[config.mk]
export PLATFORM = sky130hd
export DESIGN_NAME = fetchStage
export DESIGN_NICKNAME = d
export VERILOG_FILES = /design/src/hdl/mipsPkg.sv /design/src/hdl/fetchStage.sv
export SDC_FILE = /design/constraint.sdc
export NUM_CORES = 2
export LEC_CHECK = 0
export BUFFER_PORTS_ARGS = -buffer_cell sky130_fd_sc_hd__buf_4
export CAP_MARGIN = 15
export CORE_MARGIN = 2
export CORE_UTILIZATION = 55
export DETAILED_ROUTE_END_ITERATION = 8
export PLACE_DENSITY = 0.71
export SLEW_MARGIN = 20
export SYNTH_ARGS = -nofsm -noshare
export SYNTH_HDL_FRONTEND = slang
export SYNTH_SLANG_ARGS = --single-unit
[constraint.sdc]
create_clock -name clk -period 5.42 [get_ports clk]
set_input_delay 0 -clock clk [delete_from_list [all_inputs] [get_ports clk]]
set_output_delay 0 -clock clk [all_outputs]
set_load 0.05 [all_outputs]
[src/hdl/mipsPkg.sv]
package mipsPkg;

	localparam int XLEN = 32; // data and instruction width

	typedef logic [4:0] regAddrT;
	typedef logic [XLEN-1:0] wordT;

	// instruction field positions
	localparam int OPC_LSB = 26;
	localparam int RS_LSB = 21;
	localparam int RT_LSB = 16;
	localparam int RD_LSB = 11;
	localparam int FN_LSB = 0;
	localparam int IMM_W = 16; // immediate width before sign extension

	localparam logic [5:0] OP_RTYPE = 6'h00;
	localparam logic [5:0] OP_ADDI = 6'h08;
	localparam logic [5:0] OP_LW = 6'h23;
	localparam logic [5:0] OP_SW = 6'h2b;

	localparam logic [5:0] FN_ADD = 6'h20;
	localparam logic [5:0] FN_SUB = 6'h22;
	localparam logic [5:0] FN_AND = 6'h24;
	localparam logic [5:0] FN_OR = 6'h25;
	localparam logic [5:0] FN_SLT = 6'h2a;

	typedef enum logic [2:0] {
		ALU_ADD,
		ALU_SUB,
		ALU_AND,
		ALU_OR,
		ALU_SLT
	} aluOpT;

	typedef struct packed {
		logic regWrite;
		logic memRead;
		logic memWrite;
		logic memToReg; // writeback takes load data
		logic aluSrc; // immediate as second alu input
	} ctrlT;

	typedef struct packed {
		logic valid;
		wordT instr;
	} ifIdT;

	typedef struct packed {
		ctrlT ctrl;
		aluOpT aluOp;
		regAddrT rs;
		regAddrT rt;
		regAddrT rd; // destination, rt or rd field
		wordT opA;
		wordT opB;
		wordT imm; // sign extended
	} idExT;

	typedef struct packed {
		ctrlT ctrl;
		regAddrT rd;
		wordT aluRes;
		wordT storeData;
	} exMemT;

	// memory/writeback payload and the writeback bus
	typedef struct packed {
		logic valid;
		regAddrT rd;
		wordT data;
	} wbT;

	typedef struct packed {
		logic valid;
		wordT addr; // byte address of the stored word
		wordT data;
	} storeT;

endpackage

[src/hdl/fetchStage.sv]
module fetchStage #(
	parameter int IMEM_DEPTH = 64
)
(
	input logic clk,
	input logic rstN,
	input logic run,
	input logic stall, // load-use hold from decode
	input logic imemWe,
	input mipsPkg::wordT imemAddr, // word index, not byte address
	input mipsPkg::wordT imemData,
	output mipsPkg::ifIdT ifId
);

	localparam int IAW = $clog2(IMEM_DEPTH);

	mipsPkg::wordT imem [IMEM_DEPTH]; // instruction memory
	mipsPkg::wordT pc; // byte address
	logic [IAW-1:0] fetchIdx;

	assign fetchIdx = pc[2 +: IAW]; // drop byte offset

	// program load port, only while halted
	always_ff @(posedge clk)
	begin
		if (imemWe && !run)
			imem[imemAddr[IAW-1:0]] <= imemData;
	end

	always_ff @(posedge clk or negedge rstN)
	begin
		if (!rstN)
		begin
			pc <= '0;
			ifId <= '0;
		end
		else if (!run)
		begin
			pc <= '0; // restart at word 0
			ifId <= '0; // bubble
		end
		else if (!stall)
		begin
			pc <= pc + 4;
			ifId.valid <= 1'b1;
			ifId.instr <= imem[fetchIdx];
		end
		// stall holds pc and ifId
	end

endmodule

==> impl_metrics.ini <==
[status]
outcome = finished clean

[worst_setup_path]
critical_path.startpoint_type = flop
crit_fanout = 33
cp-startpoint = pc[3]
worst_r2r_startpoint = pc[3]
timing.critical_path.to_type = flop
required_ns = 6.10
critPathKind = flop to flop
critPathArrivalTime_ns = 4.26

[grt]
grt_pass1_wl_mm = 279
grt_util_all_layers_pct = 26.8
grt-ovfl-total = 0
first_global_vias = 38200
antenna_found_initial = 13
grt_max_degree = 129

[cells_and_area]
mostFrequentLayoutCells = 2048 x edfxtp_1, 488 x mux4_2, 203 x clkbuf_16, 179 x mux2i_1, 177 x buf_4
filler_cell_count = 9424
layout.cells.most_common = edfxtp_1
area_delta_synth_final_pct = 12.7
final_layout_size_suffix_gt1_share_pct = 26.5
fin_nets = 3836
layoutNonFillerInstCount = 5853
postLayoutCellArea_mm2 = 0.0900
final_core_utilization_pct = 62.6

[timing]
post-route-worst-setup-slack_ns = 1.85
final.setup.tns_ns = 0
maxSlewHeadroom_pct = 21.9
final_min_period_over_clock_period_pct = 65.9
finalHoldViolCount = 0
clock-skew-final_ns = 0.0301
setup-violations-final = 0
grt_setup_unrepaired = no
slew_violations = 0
fmaxAchievable_mhz = 280
holdWs_ns = 0.104
tightest_slew_ns = 1.17
period_minus_slack_ns = 3.57

[clock_network]
number_of_levels_in_the_clock_h_tree = 4
post_cts.repair.setup_buffers = 0
clock_root_buffer_master = clkbuf_16
clk_pin_slew_worst_paths_ns = 0.06
clock_insertion_delay_at_the_later_pin_of_the_skew_report_ns = 0.84
clock_sinks = 2087
cts_tree = yes
number_of_buffers_added_by_the_clock_tree_synthesis_step = 201
cts_max_path_buffers = 3
cts_repair_resize_count = 0

[floorplanning]
floorplan.initialDensity_pct = 55.5
std_cell_rows = 139
total_i_o_pin_count = 102
die_w_um = 385
floorplan.die_area_mm2 = 0.148
chip_height_um = 385
fp.coreArea_mm2 = 0.144

[place]
gp_congestion = 0.806
place_inst = 5427
dpl_cell_area_mm2 = 0.0833
dp.final_hpwl_mm = 109
post-place-ws_ns = 1.87
place.port_buffers = 75

[flow_run]
max_cap_viol_count = 0

[route]
drt_pre_antenna_iters = 8
wl_mm = 196
drt-vias-per-instance = 6.62
route.vias.total = 38700
antenna_violation_net_count_after_detailed_routing = 0
routed_wire_length_per_instance_um = 33.5
drt_first_iter_violations = 5377
detail_route.drc_violations = 0

[synth]
synth_cell_type_count = 50
ys_seq_area_share_pct = 78.2
number_of_instances_in_the_synthesized_netlist = 3521
synth_area_mm2 = 0.0799
synthesis.nets = 3591
synth-async-reset-ratio_pct = 1.87
synth_enable_flop_cells = 2048
postSynthAreaPerCell_um2 = 22.7
ys_dominant_reg_cell = edfxtp_1
total_of_flip_flops_plus_latches_after_synthesis = 2087
yosys_warnings = 0

[power]
power-per-cell-area_mw_per_mm2 = 368
vdd.ir_drop.worst_v = 0.000301
power.total_mw = 33.1
leakagePower_nw = 27.5

[min_path]
worst_hold_startpoint = imemAddr[0]
min_path_type = input port to flop
## cell usage after synthesis, types with 13 or more instances
| master | n | area share (%) |
|---|---|---|
| a211oi_1 | 28 | 0.26 |
| nor2b_1 | 30 | 0.23 |
| o22ai_1 | 17 | 0.13 |
| mux4_2 | 488 | 14 |
| buf_2 | 58 | 0.36 |
| o21ai_0 | 13 | 0.081 |
| buf_6 | 28 | 0.39 |
| a22oi_1 | 104 | 0.98 |
| dfrtp_1 | 39 | 1.2 |
| nand2b_1 | 14 | 0.11 |
| nand3_1 | 63 | 0.39 |
| edfxtp_1 | 2048 | 77 |
| mux2i_1 | 179 | 2.2 |
| clkbuf_1 | 53 | 0.25 |
| nand2_1 | 59 | 0.28 |
| nor2_1 | 96 | 0.45 |
| buf_4 | 39 | 0.37 |
| a21oi_1 | 27 | 0.17 |
## where the power goes
group / internal, mW / leakage, nW / total (mW) / switching, mW
Combinational: 0.793 / 5.47 / 1.83 / 1.04
Clock: 7.51 / 3.08 / 13.4 / 5.92
Sequential: 17.8 / 18.9 / 17.9 / 0.0764
## per-layer routing
| layer | global-route usage (%) | vias up | routed length, um |
|---|---|---|---|
| li1 | - | 15500 | - |
| met1 | 38.9 | 20700 | 76300 |
| met2 | 41.3 | 2193 | 93600 |
| met3 | 6.17 | 351 | 20800 |
| met4 | 8.25 | 12 | 5280 |
| met5 | 0 | - | 79 |
## layout make-up
| type | count | area, um2 | share of cell area [%] |
|---|---|---|---|
| diodes | 7 | 17.5 | 0.0195 |
| clock buffers | 280 | 5480 | 6.08 |
| clock inverters | 100 | 831 | 0.923 |
| inverters | 2 | 7.51 | 0.00834 |
| multi-input cells | 1241 | 16700 | 18.6 |
| flip-flops and latches | 2087 | 62500 | 69.4 |
| well taps | 1903 | 2380 | 2.64 |
| repair buffers | 233 | 2120 | 2.36 |
## worst max-delay path: stages (launching register included)
cell and delay (ns):
dfrtp_4 0.89, nor2b_2 1.00, a22oi_1 0.23, nand3_1 0.17, nand3_1 0.12, a221oi_1 0.80, o211ai_1 0.14
## cells by family after synthesis
group	share of synthesized area, %
mux	16.1
flops	78.2
compound gates	2.29
buf+inv	1.49
fa+ha+maj	0.0157
simple gates	1.87
xor+xnor	0.0439
## sequential cells by signal (all words and copies together) (netlist names)
| name | cells |
|---|---|
| pc | 6 |
| ifId | 33 |
| imem | 2048 |
## worst paths after layout
kind / to / slack [ns] / cells past startpoint
min: imem[6][4] / 0.10 / 4
min reg2reg: ifId[20] / 0.53 / 1
max in group asynchronous: pc[3] / 4.79 / 4
min in group asynchronous: ifId[10] / 0.29 / 4
max reg2reg: ifId[10] / 1.85 / 6
max: ifId[10] / 1.85 / 6
## timing repair
action	in CTS	in global routing
endpoints found under the setup margin	0	0
hold endpoints to repair	2104	0
hold buffers	38	0
No activity file was read; power rests on OpenSTA's default activity.
