### src/hdl/mipsPkg.sv
package mipsPkg;

	localparam int XLEN = 32; // data and instruction width

	typedef logic [4:0] regAddrT;
	typedef logic [XLEN-1:0] wordT;

	// instruction field positions
	localparam int OPC_LSB = 26;
	localparam int RS_LSB = 21;
	localparam int RT_LSB = 16;
	localparam int RD_LSB = 11;
	localparam int FN_LSB = 0;
	localparam int IMM_W = 16; // immediate width before sign extension

	localparam logic [5:0] OP_RTYPE = 6'h00;
	localparam logic [5:0] OP_ADDI = 6'h08;
	localparam logic [5:0] OP_LW = 6'h23;
	localparam logic [5:0] OP_SW = 6'h2b;

	localparam logic [5:0] FN_ADD = 6'h20;
	localparam logic [5:0] FN_SUB = 6'h22;
	localparam logic [5:0] FN_AND = 6'h24;
	localparam logic [5:0] FN_OR = 6'h25;
	localparam logic [5:0] FN_SLT = 6'h2a;

	typedef enum logic [2:0] {
		ALU_ADD,
		ALU_SUB,
		ALU_AND,
		ALU_OR,
		ALU_SLT
	} aluOpT;

	typedef struct packed {
		logic regWrite;
		logic memRead;
		logic memWrite;
		logic memToReg; // writeback takes load data
		logic aluSrc; // immediate as second alu input
	} ctrlT;

	typedef struct packed {
		logic valid;
		wordT instr;
	} ifIdT;

	typedef struct packed {
		ctrlT ctrl;
		aluOpT aluOp;
		regAddrT rs;
		regAddrT rt;
		regAddrT rd; // destination, rt or rd field
		wordT opA;
		wordT opB;
		wordT imm; // sign extended
	} idExT;

	typedef struct packed {
		ctrlT ctrl;
		regAddrT rd;
		wordT aluRes;
		wordT storeData;
	} exMemT;

	// memory/writeback payload and the writeback bus
	typedef struct packed {
		logic valid;
		regAddrT rd;
		wordT data;
	} wbT;

	typedef struct packed {
		logic valid;
		wordT addr; // byte address of the stored word
		wordT data;
	} storeT;

endpackage

### src/hdl/decodeStage.sv
module decodeStage
(
	input logic clk,
	input logic rstN,
	input mipsPkg::ifIdT ifId,
	input mipsPkg::wbT wb, // register file write port
	output mipsPkg::idExT idEx,
	output logic stall
);

	mipsPkg::wordT regs [32]; // register file
	logic [5:0] opcode;
	logic [5:0] funct;
	mipsPkg::regAddrT rs;
	mipsPkg::regAddrT rt;
	mipsPkg::regAddrT dest;
	mipsPkg::wordT imm;
	mipsPkg::wordT opA;
	mipsPkg::wordT opB;
	mipsPkg::ctrlT ctrl;
	mipsPkg::aluOpT aluOp;
	logic useRt; // rt is a source operand

	// r0 reads zero, writeback bypasses the array
	function automatic mipsPkg::wordT readReg(mipsPkg::regAddrT idx);
		if (idx == '0)
			return '0;
		if (wb.valid && wb.rd == idx)
			return wb.data;
		return regs[idx];
	endfunction

	assign opcode = ifId.instr[mipsPkg::OPC_LSB +: 6];
	assign funct = ifId.instr[mipsPkg::FN_LSB +: 6];
	assign rs = ifId.instr[mipsPkg::RS_LSB +: 5];
	assign rt = ifId.instr[mipsPkg::RT_LSB +: 5];
	assign dest = (opcode == mipsPkg::OP_RTYPE) ? ifId.instr[mipsPkg::RD_LSB +: 5] : rt;
	assign imm = {{(mipsPkg::XLEN - mipsPkg::IMM_W){ifId.instr[mipsPkg::IMM_W-1]}},
		ifId.instr[mipsPkg::IMM_W-1:0]};

	always_comb
	begin
		ctrl = '0;
		aluOp = mipsPkg::ALU_ADD; // address calc and addi
		useRt = 1'b0;
		case (opcode)
			mipsPkg::OP_RTYPE:
			begin
				ctrl.regWrite = 1'b1;
				useRt = 1'b1;
				case (funct)
					mipsPkg::FN_ADD: aluOp = mipsPkg::ALU_ADD;
					mipsPkg::FN_SUB: aluOp = mipsPkg::ALU_SUB;
					mipsPkg::FN_AND: aluOp = mipsPkg::ALU_AND;
					mipsPkg::FN_OR: aluOp = mipsPkg::ALU_OR;
					mipsPkg::FN_SLT: aluOp = mipsPkg::ALU_SLT;
					default: ctrl.regWrite = 1'b0; // unknown funct, also the all-zero nop
				endcase
			end
			mipsPkg::OP_ADDI:
			begin
				ctrl.regWrite = 1'b1;
				ctrl.aluSrc = 1'b1;
			end
			mipsPkg::OP_LW:
			begin
				ctrl.regWrite = 1'b1;
				ctrl.memRead = 1'b1;
				ctrl.memToReg = 1'b1;
				ctrl.aluSrc = 1'b1;
			end
			mipsPkg::OP_SW:
			begin
				ctrl.memWrite = 1'b1;
				ctrl.aluSrc = 1'b1;
				useRt = 1'b1; // store data
			end
			default: ctrl = '0;
		endcase
		if (!ifId.valid)
			ctrl = '0;
		if (dest == '0)
			ctrl.regWrite = 1'b0; // r0 never written
	end

	always_comb
	begin
		opA = readReg(rs);
		opB = readReg(rt);
	end

	// lw directly ahead feeding this instruction
	assign stall = ifId.valid && idEx.ctrl.memRead && idEx.ctrl.regWrite
		&& (idEx.rd == rs || (useRt && idEx.rd == rt));

	always_ff @(posedge clk or negedge rstN)
	begin
		if (!rstN)
		begin
			for (int i = 0; i < 32; i++)
				regs[i] <= '0;
		end
		else if (wb.valid && wb.rd != '0)
			regs[wb.rd] <= wb.data;
	end

	always_ff @(posedge clk or negedge rstN)
	begin
		if (!rstN)
			idEx <= '0;
		else
		begin
			idEx.ctrl <= stall ? '0 : ctrl; // bubble while ifId holds
			idEx.aluOp <= aluOp;
			idEx.rs <= rs;
			idEx.rt <= rt;
			idEx.rd <= dest;
			idEx.opA <= opA;
			idEx.opB <= opB;
			idEx.imm <= imm;
		end
	end

endmodule

### config.mk
export PLATFORM = sky130hd
export DESIGN_NAME = decodeStage
export DESIGN_NICKNAME = d
export VERILOG_FILES = /design/src/hdl/mipsPkg.sv /design/src/hdl/decodeStage.sv
export SDC_FILE = /design/constraint.sdc
export NUM_CORES = 2
export LEC_CHECK = 0
export BUFFER_PORTS_ARGS = -buffer_cell sky130_fd_sc_hd__buf_2
export CORE_ASPECT_RATIO = 0.7
export CORE_MARGIN = 3
export CORE_UTILIZATION = 52
export DETAILED_ROUTE_END_ITERATION = 7
export HOLD_SLACK_MARGIN = 0.12
export PLACE_DENSITY = 0.69
export SETUP_SLACK_MARGIN = 0.15
export SKIP_CTS_REPAIR_TIMING = 1
export SLEW_MARGIN = 10
export SYNTH_ARGS = -nofsm -noshare
export SYNTH_HDL_FRONTEND = slang
export SYNTH_SLANG_ARGS = --single-unit
### constraint.sdc
create_clock -name clk -period 7.2 [get_ports clk]
set_clock_uncertainty 0.1 [all_clocks]
set_input_delay 1.44 -clock clk [delete_from_list [all_inputs] [get_ports clk]]
set_output_delay 1.44 -clock clk [all_outputs]
set_load 0.05 [all_outputs]
==> summary.md <==
| Metric | Value |
|---|---|
| Core Box Area | roughly 110000 sq um |
| Vias in the first global route | 38200 |
| Initial antenna violation count | 23 |
| End of the worst hold path | regs[1009] |
| Worst hold path cell count | 0 |
| Main area contributors after synthesis | dfrtp_1 (49%), mux2_1 (14%), mux4_2 (14%) |
| Fin. max-slew vios | 0 |
| Slowest stage delay, CP | 380 ps |
| IO Pins | between 150 and 200 |
| Die W | ~400 um |
| Worst path slowest cell | buf_2 |
| Mapped Area | 57800 sq um |
| Period utilisation layout | 0.670 |
| DP HPWL | 114000 um |
| Worst r2r src | regs[520] |
| Fin Hold WS | around 300 ps |
| Post-synth ARST share | 1.00 |
| CP Class | input pin to output port |
| Crit path max-delay family | buffers and inverters |
| #FFs+latches synth | 1126 |
| Reg2reg path depth | 5 |
| Top routing layer used | met5 |
| Startpoint types | input pin |
| Die area | 115000 sq um |
| Worst slew pin tran | between 1000 and 1500 ps |
| Via count | 38700 |
| WL/cell | about 34 um |
| CTS max path bufs | 3 |
| Finished Layout Cells | 5528 |
| Slew headroom | 0.104 |
| WP data required | 5660 ps |
| Peak supply drop | 0.000248 V |
| Placed cell count | 5309 |
| Avg Cell Area, Syn | 14.3 sq um |
| Layout cell share with drive strength beyond 1 | 0.312 |
| Worst Hold Class | flip-flop to flip-flop |
| Lkg Pwr | 28.3 nW |
| Maximum clock frequency | just over 200 MHz |
| Global-route wire length before repair | 277000 um |
| Routed wl met2 | 79000 um |
| Mapped Cells | 4035 |
| Most numerous cell in the Yosys netlist | dfrtp_1 |
| RSZ-0062 raised after global routing | no |
| Final setup fails | 0 |
| Routed Antenna Nets | 0 |
| Total congestion overflow | 0 |
| Worst hold start | regs[1009] |
| Final net count | 4055 |
| Clock sinks | ~1100 |
| Total CTS buffers | 113 |
| Max-Cap Viols | 0 |
| # rows | 101 |
| CP dominant cell by count | buf_2 |
| Flop2flop setup slack | 4920 ps |
| Top FF cell, synth | dfrtp_1 |
| Post-route DRC | 0 |
| Yosys Warn Count | 0 |
| Power Density | between 200 and 300 nW/um^2 |
| Reg2reg end | idEx[72] |
| Routed metal-1 wirelength | 82900 um |
| Setup crit end kind | output port |
| H-tree levels | 3 |
| Clock root buffer | clkbuf_16 |
| Pin count of the biggest net entering global routing | 172 |
| Layout area overhead | 10.1% |
| Yosys top cell by area | dfrtp_1 |
| Register area share after synthesis | 0.488 |
| CP bufs+invs | 2 |
| Netlist cell types | 50 |
| Vias per cell | ~7 |
| Post-synth EDFFs | 0 |
| Arrival @ worst endpoint | 3290 ps |
| Clock slew at reported path FFs | 60 ps |
| Metal3 WL | 21200 um |
| Yosys top cell area share | 0.488 |
| WL final | 190000 um |
| Placed Area | 59700 sq um |
| FILL cells | approximately 8600 |
| Die Ht | 285 um |
| Status | completed |
| CTS tree | yes |
| Tot GR Track Use | 0.330 |
| Final Instance Area | about 64000 sq um |
| GPL Wtd Cong | 0.873 |
| Initial drt markers | 4760 |
| Drt pass-1 iters | 6 |
| Worst-Skew Late Latency | between 700 and 800 ps |
| Port Buffer Count | 192 |
| CP max FO | 13 |
| Net count after synthesis | 4108 |
| TNS Setup | 0 ps |
| Starting Density | 0.529 |
| Fin. Hold Viols | 0 |
| Synth top cells by count | dfrtp_1 (1126), mux2_1 (709), mux2_2 (390), mux4_2 (350), clkbuf_1 (266) |
| Fin crit period | 4830 ps |
| CP Cell Sequence | buf_2 > xor2_1 > nor4_1 > o2111ai_1 > a21oi_1 > and2_1 > buf_2 |
-- worst max-delay path by stage --
stage	start	endpoint	slack, ps	depth (start not counted)
finish	ifId[20]	stall	2370	7
global route	ifId[16]	stall	2310	7
CTS	ifId[20]	stall	2380	7
detailed placement	ifId[20]	stall	2380	7
global placement	ifId[20]	stall	2340	7
floorplan	ifId[21]	stall	2340	9
-- cell families (layout without fill, tap and decap cells) --
kind of cell              count (synthesis)  count (layout)  share of synthesized area
muxes                                  1705            1705                      0.395
DFF                                    1126            1126                      0.488
AOI/OAI and AO/OA                       501             501                     0.0622
buffers and inverters                   470             512                     0.0357
and+or+nand+nor                         220             220                     0.0177
xor gates and xnor gates                 13              13                    0.00197
other                                     0               9                          0
-- layout by cell type, fill, tap and decap left out, types with 20 or more instances in the layout --
master | synthesis | routed
buf_2 | 79 | 185
clkbuf_16 | 0 | 116
mux2_1 | 709 | 709
mux4_2 | 350 | 350
nand3_1 | 26 | 26
clkbuf_1 | 266 | 23
o221ai_1 | 47 | 47
o211ai_1 | 32 | 32
clkbuf_8 | 0 | 27
clkinv_2 | 0 | 20
nand2_1 | 89 | 74
a22oi_1 | 95 | 95
buf_4 | 41 | 86
o22ai_1 | 33 | 33
mux2_2 | 390 | 390
a21oi_1 | 147 | 146
dfrtp_1 | 1126 | 1126
a32o_1 | 49 | 49
mux2i_1 | 256 | 256
nor2_1 | 39 | 21
a22o_1 | 31 | 31
-- cell type report --
cell class | count | area, sq um | share of cell area
Sequential cell | 1126 | 28200 | 0.443
Inverter | 13 | 48.8 | 0.000767
Clock buffer | 165 | 3350 | 0.0526
Tap cell | 1442 | 1800 | 0.0283
Clock inverter | 45 | 572 | 0.00898
Multi-Input combinational cell | 2439 | 27800 | 0.437
Timing Repair Buffer | 289 | 1880 | 0.0296
Antenna cell | 9 | 22.5 | 0.000354
-- layer usage --
metal,GRT usage,vias up
met4,0.114,14
met3,0.0925,425
met5,0,-
li1,-,15400
met2,0.450,2137
met1,0.505,20700
-- power breakdown --
group	total, mW	internal (mW)	switching (mW)
clock network	6.26	3.62	2.64
logic	3.51	1.81	1.70
registers	8.37	7.49	0.882
-- worst reg2reg max path, stage by stage (launching register included) --
cell and delay, ps:
dfrtp_1 400, mux4_2 470, a22o_1 250, a2111oi_0 630
a21oi_1 80, a22o_1 230
-- sequential cells by signal, summed over array words and instances, names as in the netlist --
register / cells
idEx: 102
regs: 1024
-- stage by stage --
step | setup slack (ps) | util | total power [mW]
6_report | 2370 | 0.582 | 18.1
5_1_grt | 2310 | 0.582 | 18.8
4_1_cts | 2380 | 0.582 | 18.1
3_5_place_dp | 2380 | 0.546 | 11.9
3_3_place_gp | 2340 | 0.546 | 11.8
2_1_floorplan | 2340 | - | 10.7
Power figures use the tool's default switching activity.
